$ cat src/verilog/bk_pkg.sv
`default_nettype none

package bk_pkg;

  localparam int XLEN   = 32;
  localparam int TAG_W  = 4;
  localparam int STRB_W = XLEN / 8;

  // per-stage stall vector, only two bits are driven
  localparam int CTRL_W      = 6;
  localparam int CTRL_ID_EX  = 1;
  localparam int CTRL_EX_MEM = 2;

  // icache invalidate register
  localparam logic [XLEN-1:0] FENCE_ADDR = 32'h0000_1000;
  localparam logic [XLEN-1:0] FENCE_DATA = 32'h0000_0001;

  // stall buffer entry slots
  localparam int BUF_ALU    = 0;
  localparam int BUF_RDATA  = 1;
  localparam int BUF_FENCE  = 2;
  localparam int BUF_N      = 3;
  localparam int BUF_DATA_N = 2;  // fence entry carries no data

  typedef enum logic [1:0] {
    OP_MUL    = 2'd0,
    OP_MULHU  = 2'd1,
    OP_LOAD   = 2'd2,
    OP_FENCEI = 2'd3
  } op_e;

  typedef struct packed {
    op_e              op;
    logic [XLEN-1:0]  a;    // multiplicand or load address
    logic [XLEN-1:0]  b;    // multiplier
    logic [TAG_W-1:0] tag;
  } issue_t;

  typedef struct packed {
    logic [TAG_W-1:0] tag;
    op_e              op;
    logic [XLEN-1:0]  data;
  } result_t;

  typedef struct packed {
    logic              arvalid;
    logic [XLEN-1:0]   araddr;
    logic              rready;
    logic              awvalid;
    logic [XLEN-1:0]   awaddr;
    logic              wvalid;
    logic [XLEN-1:0]   wdata;
    logic [STRB_W-1:0] wstrb;
    logic              bready;
  } axil_req_t;

  typedef struct packed {
    logic            arready;
    logic            rvalid;
    logic [XLEN-1:0] rdata;
    logic            awready;
    logic            wready;
    logic            bvalid;
  } axil_rsp_t;

endpackage

`default_nettype wire

$ cat src/verilog/data_buff.sv
`timescale 1ns/1ps
`default_nettype none

module data_buff (
  input  logic                      clk,
  input  logic                      rst,
  input  logic                      flush_i,
  input  logic [bk_pkg::CTRL_W-1:0] stall_i,

  input  logic                      alu_data_ready_i,
  input  logic [bk_pkg::XLEN-1:0]   alu_data_i,
  output logic                      alu_buff_valid_o,
  output logic [bk_pkg::XLEN-1:0]   alu_buff_o,

  input  logic                      mem_data_ready_i,
  input  logic [bk_pkg::XLEN-1:0]   mem_data_i,
  output logic                      rdata_buff_valid_o,
  output logic [bk_pkg::XLEN-1:0]   rdata_buff_o,

  input  logic                      fencei_ready_i,
  output logic                      fencei_buff_valid_o
);

  logic [bk_pkg::BUF_N-1:0] pulse;    // unit result strobes
  logic [bk_pkg::BUF_N-1:0] hold;     // owning stage stalled
  logic [bk_pkg::BUF_N-1:0] valid_q;
  logic [bk_pkg::XLEN-1:0]  din    [bk_pkg::BUF_DATA_N];
  logic [bk_pkg::XLEN-1:0]  data_q [bk_pkg::BUF_DATA_N];

  assign pulse[bk_pkg::BUF_ALU]   = alu_data_ready_i;
  assign pulse[bk_pkg::BUF_RDATA] = mem_data_ready_i;
  assign pulse[bk_pkg::BUF_FENCE] = fencei_ready_i;

  // multiplier sits under id_ex, memory results under ex_mem
  assign hold[bk_pkg::BUF_ALU]   = stall_i[bk_pkg::CTRL_ID_EX];
  assign hold[bk_pkg::BUF_RDATA] = stall_i[bk_pkg::CTRL_EX_MEM];
  assign hold[bk_pkg::BUF_FENCE] = stall_i[bk_pkg::CTRL_EX_MEM];

  assign din[bk_pkg::BUF_ALU]   = alu_data_i;
  assign din[bk_pkg::BUF_RDATA] = mem_data_i;

  // same capture / release rule for every entry
  always_ff @(posedge clk) begin
    for (int i = 0; i < bk_pkg::BUF_N; i++) begin
      if (rst || flush_i) begin
        valid_q[i] <= 1'b0;
      end else if (pulse[i] && hold[i]) begin
        valid_q[i] <= 1'b1;  // result arrived while stalled
      end else if (valid_q[i] && !hold[i]) begin
        valid_q[i] <= 1'b0;  // writeback takes it this edge
      end
    end
  end

  always_ff @(posedge clk) begin
    for (int i = 0; i < bk_pkg::BUF_DATA_N; i++) begin
      if (pulse[i] && hold[i]) data_q[i] <= din[i];
    end
  end

  assign alu_buff_valid_o    = valid_q[bk_pkg::BUF_ALU];
  assign alu_buff_o          = data_q[bk_pkg::BUF_ALU];
  assign rdata_buff_valid_o  = valid_q[bk_pkg::BUF_RDATA];
  assign rdata_buff_o        = data_q[bk_pkg::BUF_RDATA];
  assign fencei_buff_valid_o = valid_q[bk_pkg::BUF_FENCE];

endmodule

`default_nettype wire

$ cat src/verilog/exu_backend_top.sv
`timescale 1ns/1ps
`default_nettype none

module exu_backend_top (
  input  logic              clk,
  input  logic              rst,
  input  logic              flush_i,
  input  logic              issue_valid_i,
  input  bk_pkg::issue_t    issue_i,
  output logic              issue_ready_o,
  output logic              result_valid_o,
  output bk_pkg::result_t   result_o,
  input  logic              result_ready_i,
  output bk_pkg::axil_req_t m_axi_o,
  input  bk_pkg::axil_rsp_t m_axi_i
);

  logic                      run_q;  // low until reset is released
  logic                      issue_fire;
  logic                      is_mul;
  logic                      mul_busy, mul_ready;
  logic                      lsu_busy, load_ready, fencei_ready;
  logic [bk_pkg::XLEN-1:0]   mul_data, load_data;
  logic                      alu_bv, rdata_bv, fencei_bv;
  logic [bk_pkg::XLEN-1:0]   alu_buff, rdata_buff;
  logic [bk_pkg::CTRL_W-1:0] stall;
  logic [bk_pkg::TAG_W-1:0]  tag_q;
  bk_pkg::op_e               op_q;

  always_ff @(posedge clk) begin
    if (rst) run_q <= 1'b0;
    else     run_q <= 1'b1;
  end

  // one op at a time, and nothing parked in the buffer
  assign issue_ready_o = run_q && !mul_busy && !lsu_busy && !alu_bv && !rdata_bv
                         && !fencei_bv && !flush_i;
  assign issue_fire = issue_valid_i && issue_ready_o;
  assign is_mul     = (issue_i.op == bk_pkg::OP_MUL) || (issue_i.op == bk_pkg::OP_MULHU);

  always_ff @(posedge clk) begin
    if (issue_fire) begin
      tag_q <= issue_i.tag;  // identity of the op in flight
      op_q  <= issue_i.op;
    end
  end

  mul_unit u_mul (
    .clk(clk), .rst(rst), .flush_i(flush_i),
    .start_i(issue_fire && is_mul), .hi_i(issue_i.op == bk_pkg::OP_MULHU),
    .a_i(issue_i.a), .b_i(issue_i.b),
    .busy_o(mul_busy), .ready_o(mul_ready), .data_o(mul_data)
  );

  lsu_axil u_lsu (
    .clk(clk), .rst(rst), .flush_i(flush_i),
    .start_i(issue_fire && !is_mul), .op_i(issue_i.op), .addr_i(issue_i.a),
    .axi_o(m_axi_o), .axi_i(m_axi_i), .busy_o(lsu_busy),
    .load_ready_o(load_ready), .load_data_o(load_data), .fencei_ready_o(fencei_ready)
  );

  data_buff u_buff (
    .clk(clk), .rst(rst), .flush_i(flush_i), .stall_i(stall),
    .alu_data_ready_i(mul_ready), .alu_data_i(mul_data),
    .alu_buff_valid_o(alu_bv), .alu_buff_o(alu_buff),
    .mem_data_ready_i(load_ready), .mem_data_i(load_data),
    .rdata_buff_valid_o(rdata_bv), .rdata_buff_o(rdata_buff),
    .fencei_ready_i(fencei_ready), .fencei_buff_valid_o(fencei_bv)
  );

  wb_stage u_wb (
    .clk(clk), .rst(rst), .flush_i(flush_i), .tag_i(tag_q), .op_i(op_q),
    .mul_ready_i(mul_ready), .mul_data_i(mul_data),
    .load_ready_i(load_ready), .load_data_i(load_data), .fencei_ready_i(fencei_ready),
    .alu_buff_valid_i(alu_bv), .alu_buff_i(alu_buff),
    .rdata_buff_valid_i(rdata_bv), .rdata_buff_i(rdata_buff),
    .fencei_buff_valid_i(fencei_bv),
    .result_valid_o(result_valid_o), .result_o(result_o),
    .result_ready_i(result_ready_i), .stall_o(stall)
  );

endmodule

`default_nettype wire

$ cat src/verilog/lsu_axil.sv
`timescale 1ns/1ps
`default_nettype none

module lsu_axil (
  input  logic                    clk,
  input  logic                    rst,
  input  logic                    flush_i,
  input  logic                    start_i,
  input  bk_pkg::op_e             op_i,
  input  logic [bk_pkg::XLEN-1:0] addr_i,
  output bk_pkg::axil_req_t       axi_o,
  input  bk_pkg::axil_rsp_t       axi_i,
  output logic                    busy_o,
  output logic                    load_ready_o,
  output logic [bk_pkg::XLEN-1:0] load_data_o,
  output logic                    fencei_ready_o
);

  typedef enum logic [2:0] {
    LSU_IDLE,
    LSU_AR,   // read address out
    LSU_R,    // waiting for read data
    LSU_WR,   // aw and w in flight
    LSU_B     // waiting for write response
  } lsu_state_e;

  lsu_state_e              state_q;
  logic [bk_pkg::XLEN-1:0] addr_q;
  logic                    aw_pend_q;
  logic                    w_pend_q;
  logic                    drop_q;  // flushed, finish bus side quietly
  logic                    load_ready_q;
  logic                    fencei_ready_q;
  logic [bk_pkg::XLEN-1:0] load_data_q;

  always_ff @(posedge clk) begin
    if (rst) begin
      state_q        <= LSU_IDLE;
      aw_pend_q      <= 1'b0;
      w_pend_q       <= 1'b0;
      drop_q         <= 1'b0;
      load_ready_q   <= 1'b0;
      fencei_ready_q <= 1'b0;
    end else begin
      load_ready_q   <= 1'b0;
      fencei_ready_q <= 1'b0;
      if (flush_i && state_q != LSU_IDLE) drop_q <= 1'b1;
      case (state_q)
        LSU_IDLE: begin
          if (start_i) begin
            drop_q <= 1'b0;
            if (op_i == bk_pkg::OP_LOAD) begin
              state_q <= LSU_AR;
            end else if (op_i == bk_pkg::OP_FENCEI) begin
              state_q   <= LSU_WR;
              aw_pend_q <= 1'b1;
              w_pend_q  <= 1'b1;
            end
          end
        end
        LSU_AR: begin
          if (axi_i.arready) state_q <= LSU_R;
        end
        LSU_R: begin
          if (axi_i.rvalid) begin
            state_q      <= LSU_IDLE;
            load_ready_q <= !(drop_q || flush_i);
          end
        end
        LSU_WR: begin
          if (aw_pend_q && axi_i.awready) aw_pend_q <= 1'b0;
          if (w_pend_q && axi_i.wready) w_pend_q <= 1'b0;
          if ((!aw_pend_q || axi_i.awready) && (!w_pend_q || axi_i.wready)) begin
            state_q <= LSU_B;  // both channels accepted
          end
        end
        LSU_B: begin
          if (axi_i.bvalid) begin
            state_q        <= LSU_IDLE;
            fencei_ready_q <= !(drop_q || flush_i);
          end
        end
        default: state_q <= LSU_IDLE;
      endcase
    end
  end

  always_ff @(posedge clk) begin
    if (state_q == LSU_IDLE && start_i) addr_q <= addr_i;
    if (state_q == LSU_R && axi_i.rvalid) load_data_q <= axi_i.rdata;
  end

  always_comb begin
    axi_o         = '0;
    axi_o.arvalid = (state_q == LSU_AR);
    axi_o.araddr  = addr_q;
    axi_o.rready  = (state_q == LSU_R);
    axi_o.awvalid = (state_q == LSU_WR) && aw_pend_q;
    axi_o.awaddr  = bk_pkg::FENCE_ADDR;
    axi_o.wvalid  = (state_q == LSU_WR) && w_pend_q;
    axi_o.wdata   = bk_pkg::FENCE_DATA;
    axi_o.wstrb   = '1;
    axi_o.bready  = (state_q == LSU_B);
  end

  assign busy_o         = (state_q != LSU_IDLE) || load_ready_q || fencei_ready_q;
  assign load_ready_o   = load_ready_q;
  assign load_data_o    = load_data_q;
  assign fencei_ready_o = fencei_ready_q;

endmodule

`default_nettype wire

$ cat src/verilog/mul_unit.sv
`timescale 1ns/1ps
`default_nettype none

module mul_unit (
  input  logic                    clk,
  input  logic                    rst,
  input  logic                    flush_i,
  input  logic                    start_i,
  input  logic                    hi_i,
  input  logic [bk_pkg::XLEN-1:0] a_i,
  input  logic [bk_pkg::XLEN-1:0] b_i,
  output logic                    busy_o,
  output logic                    ready_o,
  output logic [bk_pkg::XLEN-1:0] data_o
);

  typedef enum logic [1:0] {
    MUL_IDLE,
    MUL_RUN,
    MUL_OUT
  } mul_state_e;

  mul_state_e                            state_q;
  logic [$clog2(bk_pkg::XLEN)-1:0]       cnt_q;
  logic [2*bk_pkg::XLEN-1:0]             acc_q;  // {partial high, remaining multiplier}
  logic [bk_pkg::XLEN-1:0]               a_q;
  logic                                  hi_q;
  logic                                  ready_q;
  logic [bk_pkg::XLEN-1:0]               data_q;
  logic [bk_pkg::XLEN:0]                 sum;    // carry kept for the shift

  assign sum = {1'b0, acc_q[2*bk_pkg::XLEN-1:bk_pkg::XLEN]} + {1'b0, a_q};

  always_ff @(posedge clk) begin
    if (rst || flush_i) begin
      state_q <= MUL_IDLE;  // flush drops the op, no pulse
      cnt_q   <= '0;
      ready_q <= 1'b0;
    end else begin
      ready_q <= 1'b0;
      case (state_q)
        MUL_IDLE: begin
          if (start_i) begin
            state_q <= MUL_RUN;
            cnt_q   <= '0;
          end
        end
        MUL_RUN: begin
          cnt_q <= cnt_q + 1'b1;
          if (&cnt_q) state_q <= MUL_OUT;  // 32nd step done
        end
        MUL_OUT: begin
          ready_q <= 1'b1;
          state_q <= MUL_IDLE;
        end
        default: state_q <= MUL_IDLE;
      endcase
    end
  end

  always_ff @(posedge clk) begin
    if (state_q == MUL_IDLE && start_i) begin
      a_q   <= a_i;
      acc_q <= {{bk_pkg::XLEN{1'b0}}, b_i};
      hi_q  <= hi_i;
    end else if (state_q == MUL_RUN) begin
      acc_q <= acc_q[0] ? {sum, acc_q[bk_pkg::XLEN-1:1]} : {1'b0, acc_q[2*bk_pkg::XLEN-1:1]};
    end
    if (state_q == MUL_OUT) begin
      data_q <= hi_q ? acc_q[2*bk_pkg::XLEN-1:bk_pkg::XLEN] : acc_q[bk_pkg::XLEN-1:0];
    end
  end

  // busy until the pulse is gone so no second op slips in beside it
  assign busy_o  = (state_q != MUL_IDLE) || ready_q;
  assign ready_o = ready_q;
  assign data_o  = data_q;

endmodule

`default_nettype wire

$ cat src/verilog/wb_stage.sv
`timescale 1ns/1ps
`default_nettype none

module wb_stage (
  input  logic                       clk,
  input  logic                       rst,
  input  logic                       flush_i,
  input  logic [bk_pkg::TAG_W-1:0]   tag_i,
  input  bk_pkg::op_e                op_i,

  input  logic                       mul_ready_i,
  input  logic [bk_pkg::XLEN-1:0]    mul_data_i,
  input  logic                       load_ready_i,
  input  logic [bk_pkg::XLEN-1:0]    load_data_i,
  input  logic                       fencei_ready_i,

  input  logic                       alu_buff_valid_i,
  input  logic [bk_pkg::XLEN-1:0]    alu_buff_i,
  input  logic                       rdata_buff_valid_i,
  input  logic [bk_pkg::XLEN-1:0]    rdata_buff_i,
  input  logic                       fencei_buff_valid_i,

  output logic                       result_valid_o,
  output bk_pkg::result_t            result_o,
  input  logic                       result_ready_i,
  output logic [bk_pkg::CTRL_W-1:0]  stall_o
);

  logic                    valid_q;
  bk_pkg::result_t         result_q;
  logic                    stall;     // holding a result nobody took
  logic                    sel_hit;
  logic [bk_pkg::XLEN-1:0] sel_data;

  assign stall = valid_q && !result_ready_i;

  // both stall bits equal stall, so one check covers live and buffered sources
  always_comb begin
    sel_hit  = 1'b1;
    sel_data = '0;
    if (mul_ready_i) begin
      sel_data = mul_data_i;
    end else if (load_ready_i) begin
      sel_data = load_data_i;
    end else if (fencei_ready_i) begin
      sel_data = '0;  // fence.i returns zero
    end else if (alu_buff_valid_i) begin
      sel_data = alu_buff_i;
    end else if (rdata_buff_valid_i) begin
      sel_data = rdata_buff_i;
    end else if (fencei_buff_valid_i) begin
      sel_data = '0;
    end else begin
      sel_hit = 1'b0;
    end
  end

  always_ff @(posedge clk) begin
    if (rst || flush_i) begin
      valid_q <= 1'b0;
    end else if (sel_hit && !stall) begin
      valid_q <= 1'b1;
    end else if (result_ready_i) begin
      valid_q <= 1'b0;  // consumed, nothing new
    end
  end

  always_ff @(posedge clk) begin
    if (sel_hit && !stall) result_q <= '{tag: tag_i, op: op_i, data: sel_data};
  end

  always_comb begin
    stall_o                      = '0;
    stall_o[bk_pkg::CTRL_ID_EX]  = stall;
    stall_o[bk_pkg::CTRL_EX_MEM] = stall;
  end

  assign result_valid_o = valid_q;
  assign result_o       = result_q;

endmodule

`default_nettype wire
$ cat config.mk
export PLATFORM = sky130hd
export DESIGN_NAME = exu_backend_top
export DESIGN_NICKNAME = d
export VERILOG_FILES = /design/src/verilog/bk_pkg.sv /design/src/verilog/data_buff.sv /design/src/verilog/exu_backend_top.sv /design/src/verilog/lsu_axil.sv /design/src/verilog/mul_unit.sv /design/src/verilog/wb_stage.sv
export SDC_FILE = /design/constraint.sdc
export NUM_CORES = 1
export LEC_CHECK = 0
export BUFFER_PORTS_ARGS = -buffer_cell sky130_fd_sc_hd__buf_2
export CORE_MARGIN = 1.5
export CORE_UTILIZATION = 56
export DETAILED_ROUTE_END_ITERATION = 8
export PLACE_DENSITY = 0.91
export SYNTH_ARGS = -nofsm -noshare
export SYNTH_HDL_FRONTEND = slang
export SYNTH_SLANG_ARGS = --single-unit
$ cat constraint.sdc
create_clock -name clk -period 3.9 [get_ports clk]
set_input_delay 0.195 -clock clk [delete_from_list [all_inputs] [get_ports clk]]
set_output_delay 0.195 -clock clk [all_outputs]
set_load 0.01 [all_outputs]
Yosys cells after proc, flatten, opt, wreduce, memory -nomap -nowiden
Memory sizes are Yosys's and may differ from the RTL's.
Index checks and enable logic that the tools add are counted.

cells by class
  $add $sub $neg = 2
  equality and inequality tests = 21
  multiplexer cells = 52
  bitwise gates (word level) = 4
  reduce and logical (&&, ||, !) cells = 66

operators with widths
  operator                                        count
  two-way mux 32 bit                              8
  two-way mux 64 bit                              1
  adder 32 x 32 -> 33 bit                         1
  two-way mux 1 bit                               28
  logical AND 1 bit                               26
  two-way mux 3 bit                               7
  != test 2 x 1 -> 1 bit (second input constant)  10
  nonzero test 2 bit                              8
  case mux 3 bit (5 select lines)                 1
  AND reduction 5 bit                             3
  zero test 1 bit                                 12
  case mux 5 bit (2 select lines)                 1
  logical OR 1 bit                                8
  == test 2 bit (second input constant)           3
  == test 3 x 2 -> 1 bit (second input constant)  2
  AND reduction 6 bit                             1
  OR reduction 3 bit                              2
  adder 5 x 1 -> 5 bit (second input constant)    1
  two-way mux 5 bit                               1
  == test 2 x 1 -> 1 bit (second input constant)  2
  zero test 2 bit                                 2
  two-way mux 2 bit                               2
  NOT 1 bit                                       4
  case mux 1 bit (2 select lines)                 2
  8 further kinds                                 9

word-level totals
  bits in registers = 258
  memory bits (writable) = 64
  word-level logic and storage cells = 172
  memories kept = 1

memory list
  name           depth  bits a word  read ports  clocked after Yosys merged registers in  wr ports  line             text
  u_buff.data_q  2      32           2           0                                        2         data_buff.sv:28  logic [bk_pkg::XLEN-1:0] data_q [bk_pkg::BUF_DATA_N];

Depth between registers and ports, before layout
  depth after elaboration = 13
  mapped depth = 10
  depth with buffers taken out = 9

By module
A second synthesis with hierarchy kept.

second synthesis, totals
  cells, all modules = 1136
  area total of the unflattened synthesis = 14487.6 sq um

by module, submodules not included
  module           instances  cells an instance  area each (sq um)  sequential area each (sq um)
  mul_unit         1          647                6996.7             3713.6
  lsu_axil         1          192                2926.6             2082.0
  wb_stage         1          208                2275.9             1161.1
  data_buff        1          73                 2030.7             1981.9
  exu_backend_top  1          16                 257.7              200.2

Worst setup path after synthesis
Ideal clock, no wire load.

  path type = reg2reg
  start = register u_lsu.load_ready_q, in the netlist u_lsu.load_ready_o
  end = register u_wb.result_q (netlist bit u_wb.result_o[0]), enable pin
  library setup time = 433 ps
  arrival = 2369 ps
  required time = 3467 ps
  setup slack = 1097 ps
  cell stages (with the launch flop) = 5
  path buffers = 1
  cell sequence = dfxtp_1 > clkbuf_1 > nor2_1 > and3_1 > nor2_1

between the ends
  cells in the longest elaborated chain, start to end = 3

RTL lines
  element                 line            text
  from (decl)             lsu_axil.sv:32  logic load_ready_q;
  from (signal assigned)  lsu_axil.sv:67  load_ready_q <= !(drop_q || flush_i);
  two-way mux 1 bit       wb_stage.sv:43  end else if (load_ready_i) begin
  two-way mux 1 bit       wb_stage.sv:41  if (mul_ready_i) begin
  logical AND 1 bit       wb_stage.sv:69  if (sel_hit && !stall) result_q <= '{tag: tag_i, op: op_i, data: sel_data};
  to (signal assigned)    wb_stage.sv:69
  to (decl)               wb_stage.sv:30  bk_pkg::result_t result_q;

No other way between the ends.
A chain may end at the register's enable or synchronous reset.

Final worst setup path
  start = register u_mul.a_q[0] (netlist bit)
  end = register u_mul.acc_q[59] (netlist bit)

between the ends
  cells in the longest elaborated chain, start to end = 2

RTL lines
  element                  line            text
  from (decl)              mul_unit.sv:26  logic [bk_pkg::XLEN-1:0] a_q;
  from (signal assigned)   mul_unit.sv:63  a_q <= a_i;
  adder 32 x 32 -> 33 bit  mul_unit.sv:32  assign sum = {1'b0, acc_q[2*bk_pkg::XLEN-1:bk_pkg::XLEN]} + {1'b0, a_q};
  two-way mux 64 bit       mul_unit.sv:67  acc_q <= acc_q[0] ? {sum, acc_q[bk_pkg::XLEN-1:1]} : {1'b0, acc_q[2*bk_pkg::XLEN-1:1]};
  to (signal assigned)     mul_unit.sv:64  acc_q <= {{bk_pkg::XLEN{1'b0}}, b_i};
  to (signal assigned)     mul_unit.sv:67
  to (decl)                mul_unit.sv:25  logic [2*bk_pkg::XLEN-1:0] acc_q;

No other way between the ends.

==> metrics.cfg <==
[worst_setup_path]
r2r_cells=9
crit_path_start_kind=flop
reg2reg_to=u_mul.acc_q[59]
worst-endpoint-required_ns=4.35
arrival_ns=3.41
path_class=flop to flop
cp_max_fo=3
r2r_setup_slack_ns=0.94
cp-end-kind=flop
r2r-start=u_mul.a_q[0]

[routing]
wl_per_cell_um=19.28
vias=10374
detail_route.first_pass.iterations=5
wl_met1_um=13740
drt-total-wl_um=34500
post-route-drc-count=0
vias_per_cell=5.796
wl_met3_um=2997
wl_met2_um=16100
first_iter_violations=1003
ant_nets=0
highest_layer=met4

[clocking]
clock_latency_ns=0.58
numCtsBuffers=31
cts_tree=yes
clock-sinks=322
cts_hold_buf=108
h-tree-depth=1
ctsLongestPathBuffers=3
clkTransAtPathRegs_ns=0.07
cts_resized=0
cts_setup_buffers=0
cts_root_buf=clkbuf_16

[global_route]
grt_pass1_wl_um=53630
grt_start_max_net_pins=66
grt_pass1_vias=10114
antenna_found_initial=1
grtUsageTotal_pct=25.93
grt-ovfl-total=0

[timing]
fin_skew_ns=0.01721
min_period_over_period_pct=75.81
hold_violations=0
fin_setup_tns_ns=0
rsz0062_at_grt=no
fin_crit_ns=2.957
fmax_ghz=0.3382
relSlewSlack_pct=15.33
worst_slew_pin_slew_ns=1.270
holdWs_ns=0.2285
slew_violations=0
setup_viol=0

[placement]
post-place-cells=1622
post-dp-hpwl_um=21170
place_congestion=0.9667
io_buffers=188

[min_path]
min_path_cells=2
hold_path.class=input port to flop
min_from=issue_valid_i
hold_path_end=op_q[0]

[final_layout]
fin_nets=1581
drive_above_1_share_pct=21.66
area_delta_synth_final_pct=22.37
final_cells=1790
fillCellCount=1673

[yosys]
ys_seq_area_share_pct=63.96
syn_area_um2=14290
synth_top_area_share_pct=56.53
ys_warn_count=0
synth-edff-count=269
synth_top_area_cell=edfxtp_1
synthFlopType=edfxtp_1
synth-seq-cells=322
synthCells=1141
synth.most_common_cell=edfxtp_1
synth_commonest_cells=269 x edfxtp_1, 171 x nand2_1, 76 x o21ai_0
async_reset_ff_share_pct=0
synth_area_per_cell_um2=12.52
synth.distinct_cells=68
yosys-top-cells-area=edfxtp_1 57%, dfxtp_1 7.4%, nand2_1 4.5%

[floorplanning]
initial_core_util_pct=56.91
rows=58
ios=257
die_y_um=162.7
coreArea_um2=25110
die-area_um2=26480
die_w_um=162.7

[pwr]
irDropWorstVdd_mv=0.4756
leakagePower_uw=0.006689
cellPowerDensity_nw_per_um2=467.6

[job]
cap_violations=0

[outcome]
status=completed

state kept, by name, indices dropped and copies added (netlist names):
signal and cells:
op_q 2, u_lsu.state_q 3, u_lsu.drop_q 1, u_mul.data_o 32
u_lsu.load_data_o 32, u_mul.a_q 32, u_buff.data_q 64, u_lsu.fencei_ready_o 1
u_buff.valid_q 3, u_lsu.aw_pend_q 1, u_mul.state_q 2, u_lsu.addr_q 32
u_wb.result_o 38, u_mul.hi_q 1, u_lsu.load_ready_o 1, u_mul.ready_o 1
u_mul.cnt_q 5, tag_q 4, run_q 1, u_wb.result_valid_o 1
u_lsu.w_pend_q 1, u_mul.acc_q 64
logic make-up (layout without fill, tap and decap cells):
family	count (synthesis)	after routing	share of synthesized area, %
AO/OA/AOI/OAI	276	276	12.97
XOR/XNOR	25	25	1.532
other	2	69	0.05256
multiplexers	49	49	3.739
flip-flops	322	322	63.96
buffers and inverters	145	397	5.779
AND/OR/NAND/NOR	287	287	8.853
adder cells (fa/ha/maj)	35	35	3.117
report_power, final:
group	internal, µW	switching (µW)
sequential	3830	146
clock	1740	1290
combinational	521	656
total	6090	2090
layer usage:
layer / vias to the layer above / global-route usage (%)
met4: 0 / 12.39
met1: 4910 / 34.61
li1: 4701 / -
met3: 120 / 4.405
met2: 643 / 41.55
met5: - / 0
cells in the final DEF, fill, tap and decap left out, types with 7 or more instances in the layout:
| master | count |
|---|---|
| nor2_1 | 36 |
| o21ai_0 | 76 |
| mux2i_1 | 14 |
| a21o_1 | 9 |
| xnor2_1 | 12 |
| nand4_1 | 7 |
| dfxtp_1 | 52 |
| clkbuf_1 | 7 |
| xor2_1 | 13 |
| ha_1 | 34 |
| nor3_1 | 8 |
| nand3_1 | 18 |
| buf_4 | 23 |
| dlygate4sd3_1 | 108 |
| nand2_1 | 171 |
| a21oi_1 | 54 |
| mux2_2 | 35 |
| buf_2 | 188 |
| clkbuf_16 | 33 |
| and3_1 | 7 |
| a22o_1 | 34 |
| edfxtp_1 | 269 |
| inv_1 | 17 |
| conb_1 | 68 |
| and2_1 | 7 |
| a22oi_1 | 49 |
cell type report:
cell class                      instances  area, µm²  area share, %
Clock buffer                           46      934.6          5.345
Inverter                               18      67.56         0.3864
Tap cell                              330      412.9          2.361
Timing Repair Buffer                  321       2230          12.75
Sequential cell                       322       9140          52.27
Multi-Input combinational cell        740       4587          26.23
Clock inverter                         12      111.4         0.6369
Antenna cell                            1      2.502        0.01431
metrics by stage:
| step | area (µm²) | utilization (%) | power, µW | worst slack [ns] |
|---|---|---|---|---|
| after floorplan | 14540 | - | 4820 | 1.097 |
| after global placement | 15340 | 61.10 | 5050 | 1.078 |
| after detailed placement | 15340 | 61.10 | 5083 | 0.9961 |
| after CTS | 17470 | 69.57 | 8150 | 0.9523 |
| after global routing | 17490 | 69.64 | 8470 | 0.8471 |
| final | 17490 | 69.64 | 8177 | 0.9435 |
how the worst max path moves through the flow:
stage | depth (start not counted) | slack (ns) | from | to
floorplan | 4 | 1.10 | u_lsu.load_ready_o | u_wb.result_o[0]
global placement | 9 | 1.08 | u_mul.a_q[0] | u_mul.acc_q[59]
detailed placement | 9 | 1.0 | u_mul.a_q[0] | u_mul.acc_q[59]
CTS | 9 | 0.95 | u_mul.a_q[0] | u_mul.acc_q[59]
global route | 9 | 0.85 | u_mul.a_q[0] | u_mul.acc_q[59]
finish | 9 | 0.94 | u_mul.a_q[0] | u_mul.acc_q[59]
critical path: stages (launching register included):
cell      delay (ns)
edfxtp_1        0.40
ha_1            0.28
fa_1            0.48
a21o_1          0.20
a311o_1         0.42
a21oi_4         0.18
a211oi_2        0.13
a211oi_4        0.31
mux2i_1         0.11
a221o_1         0.32
No activity file was read; power rests on OpenSTA's default activity.
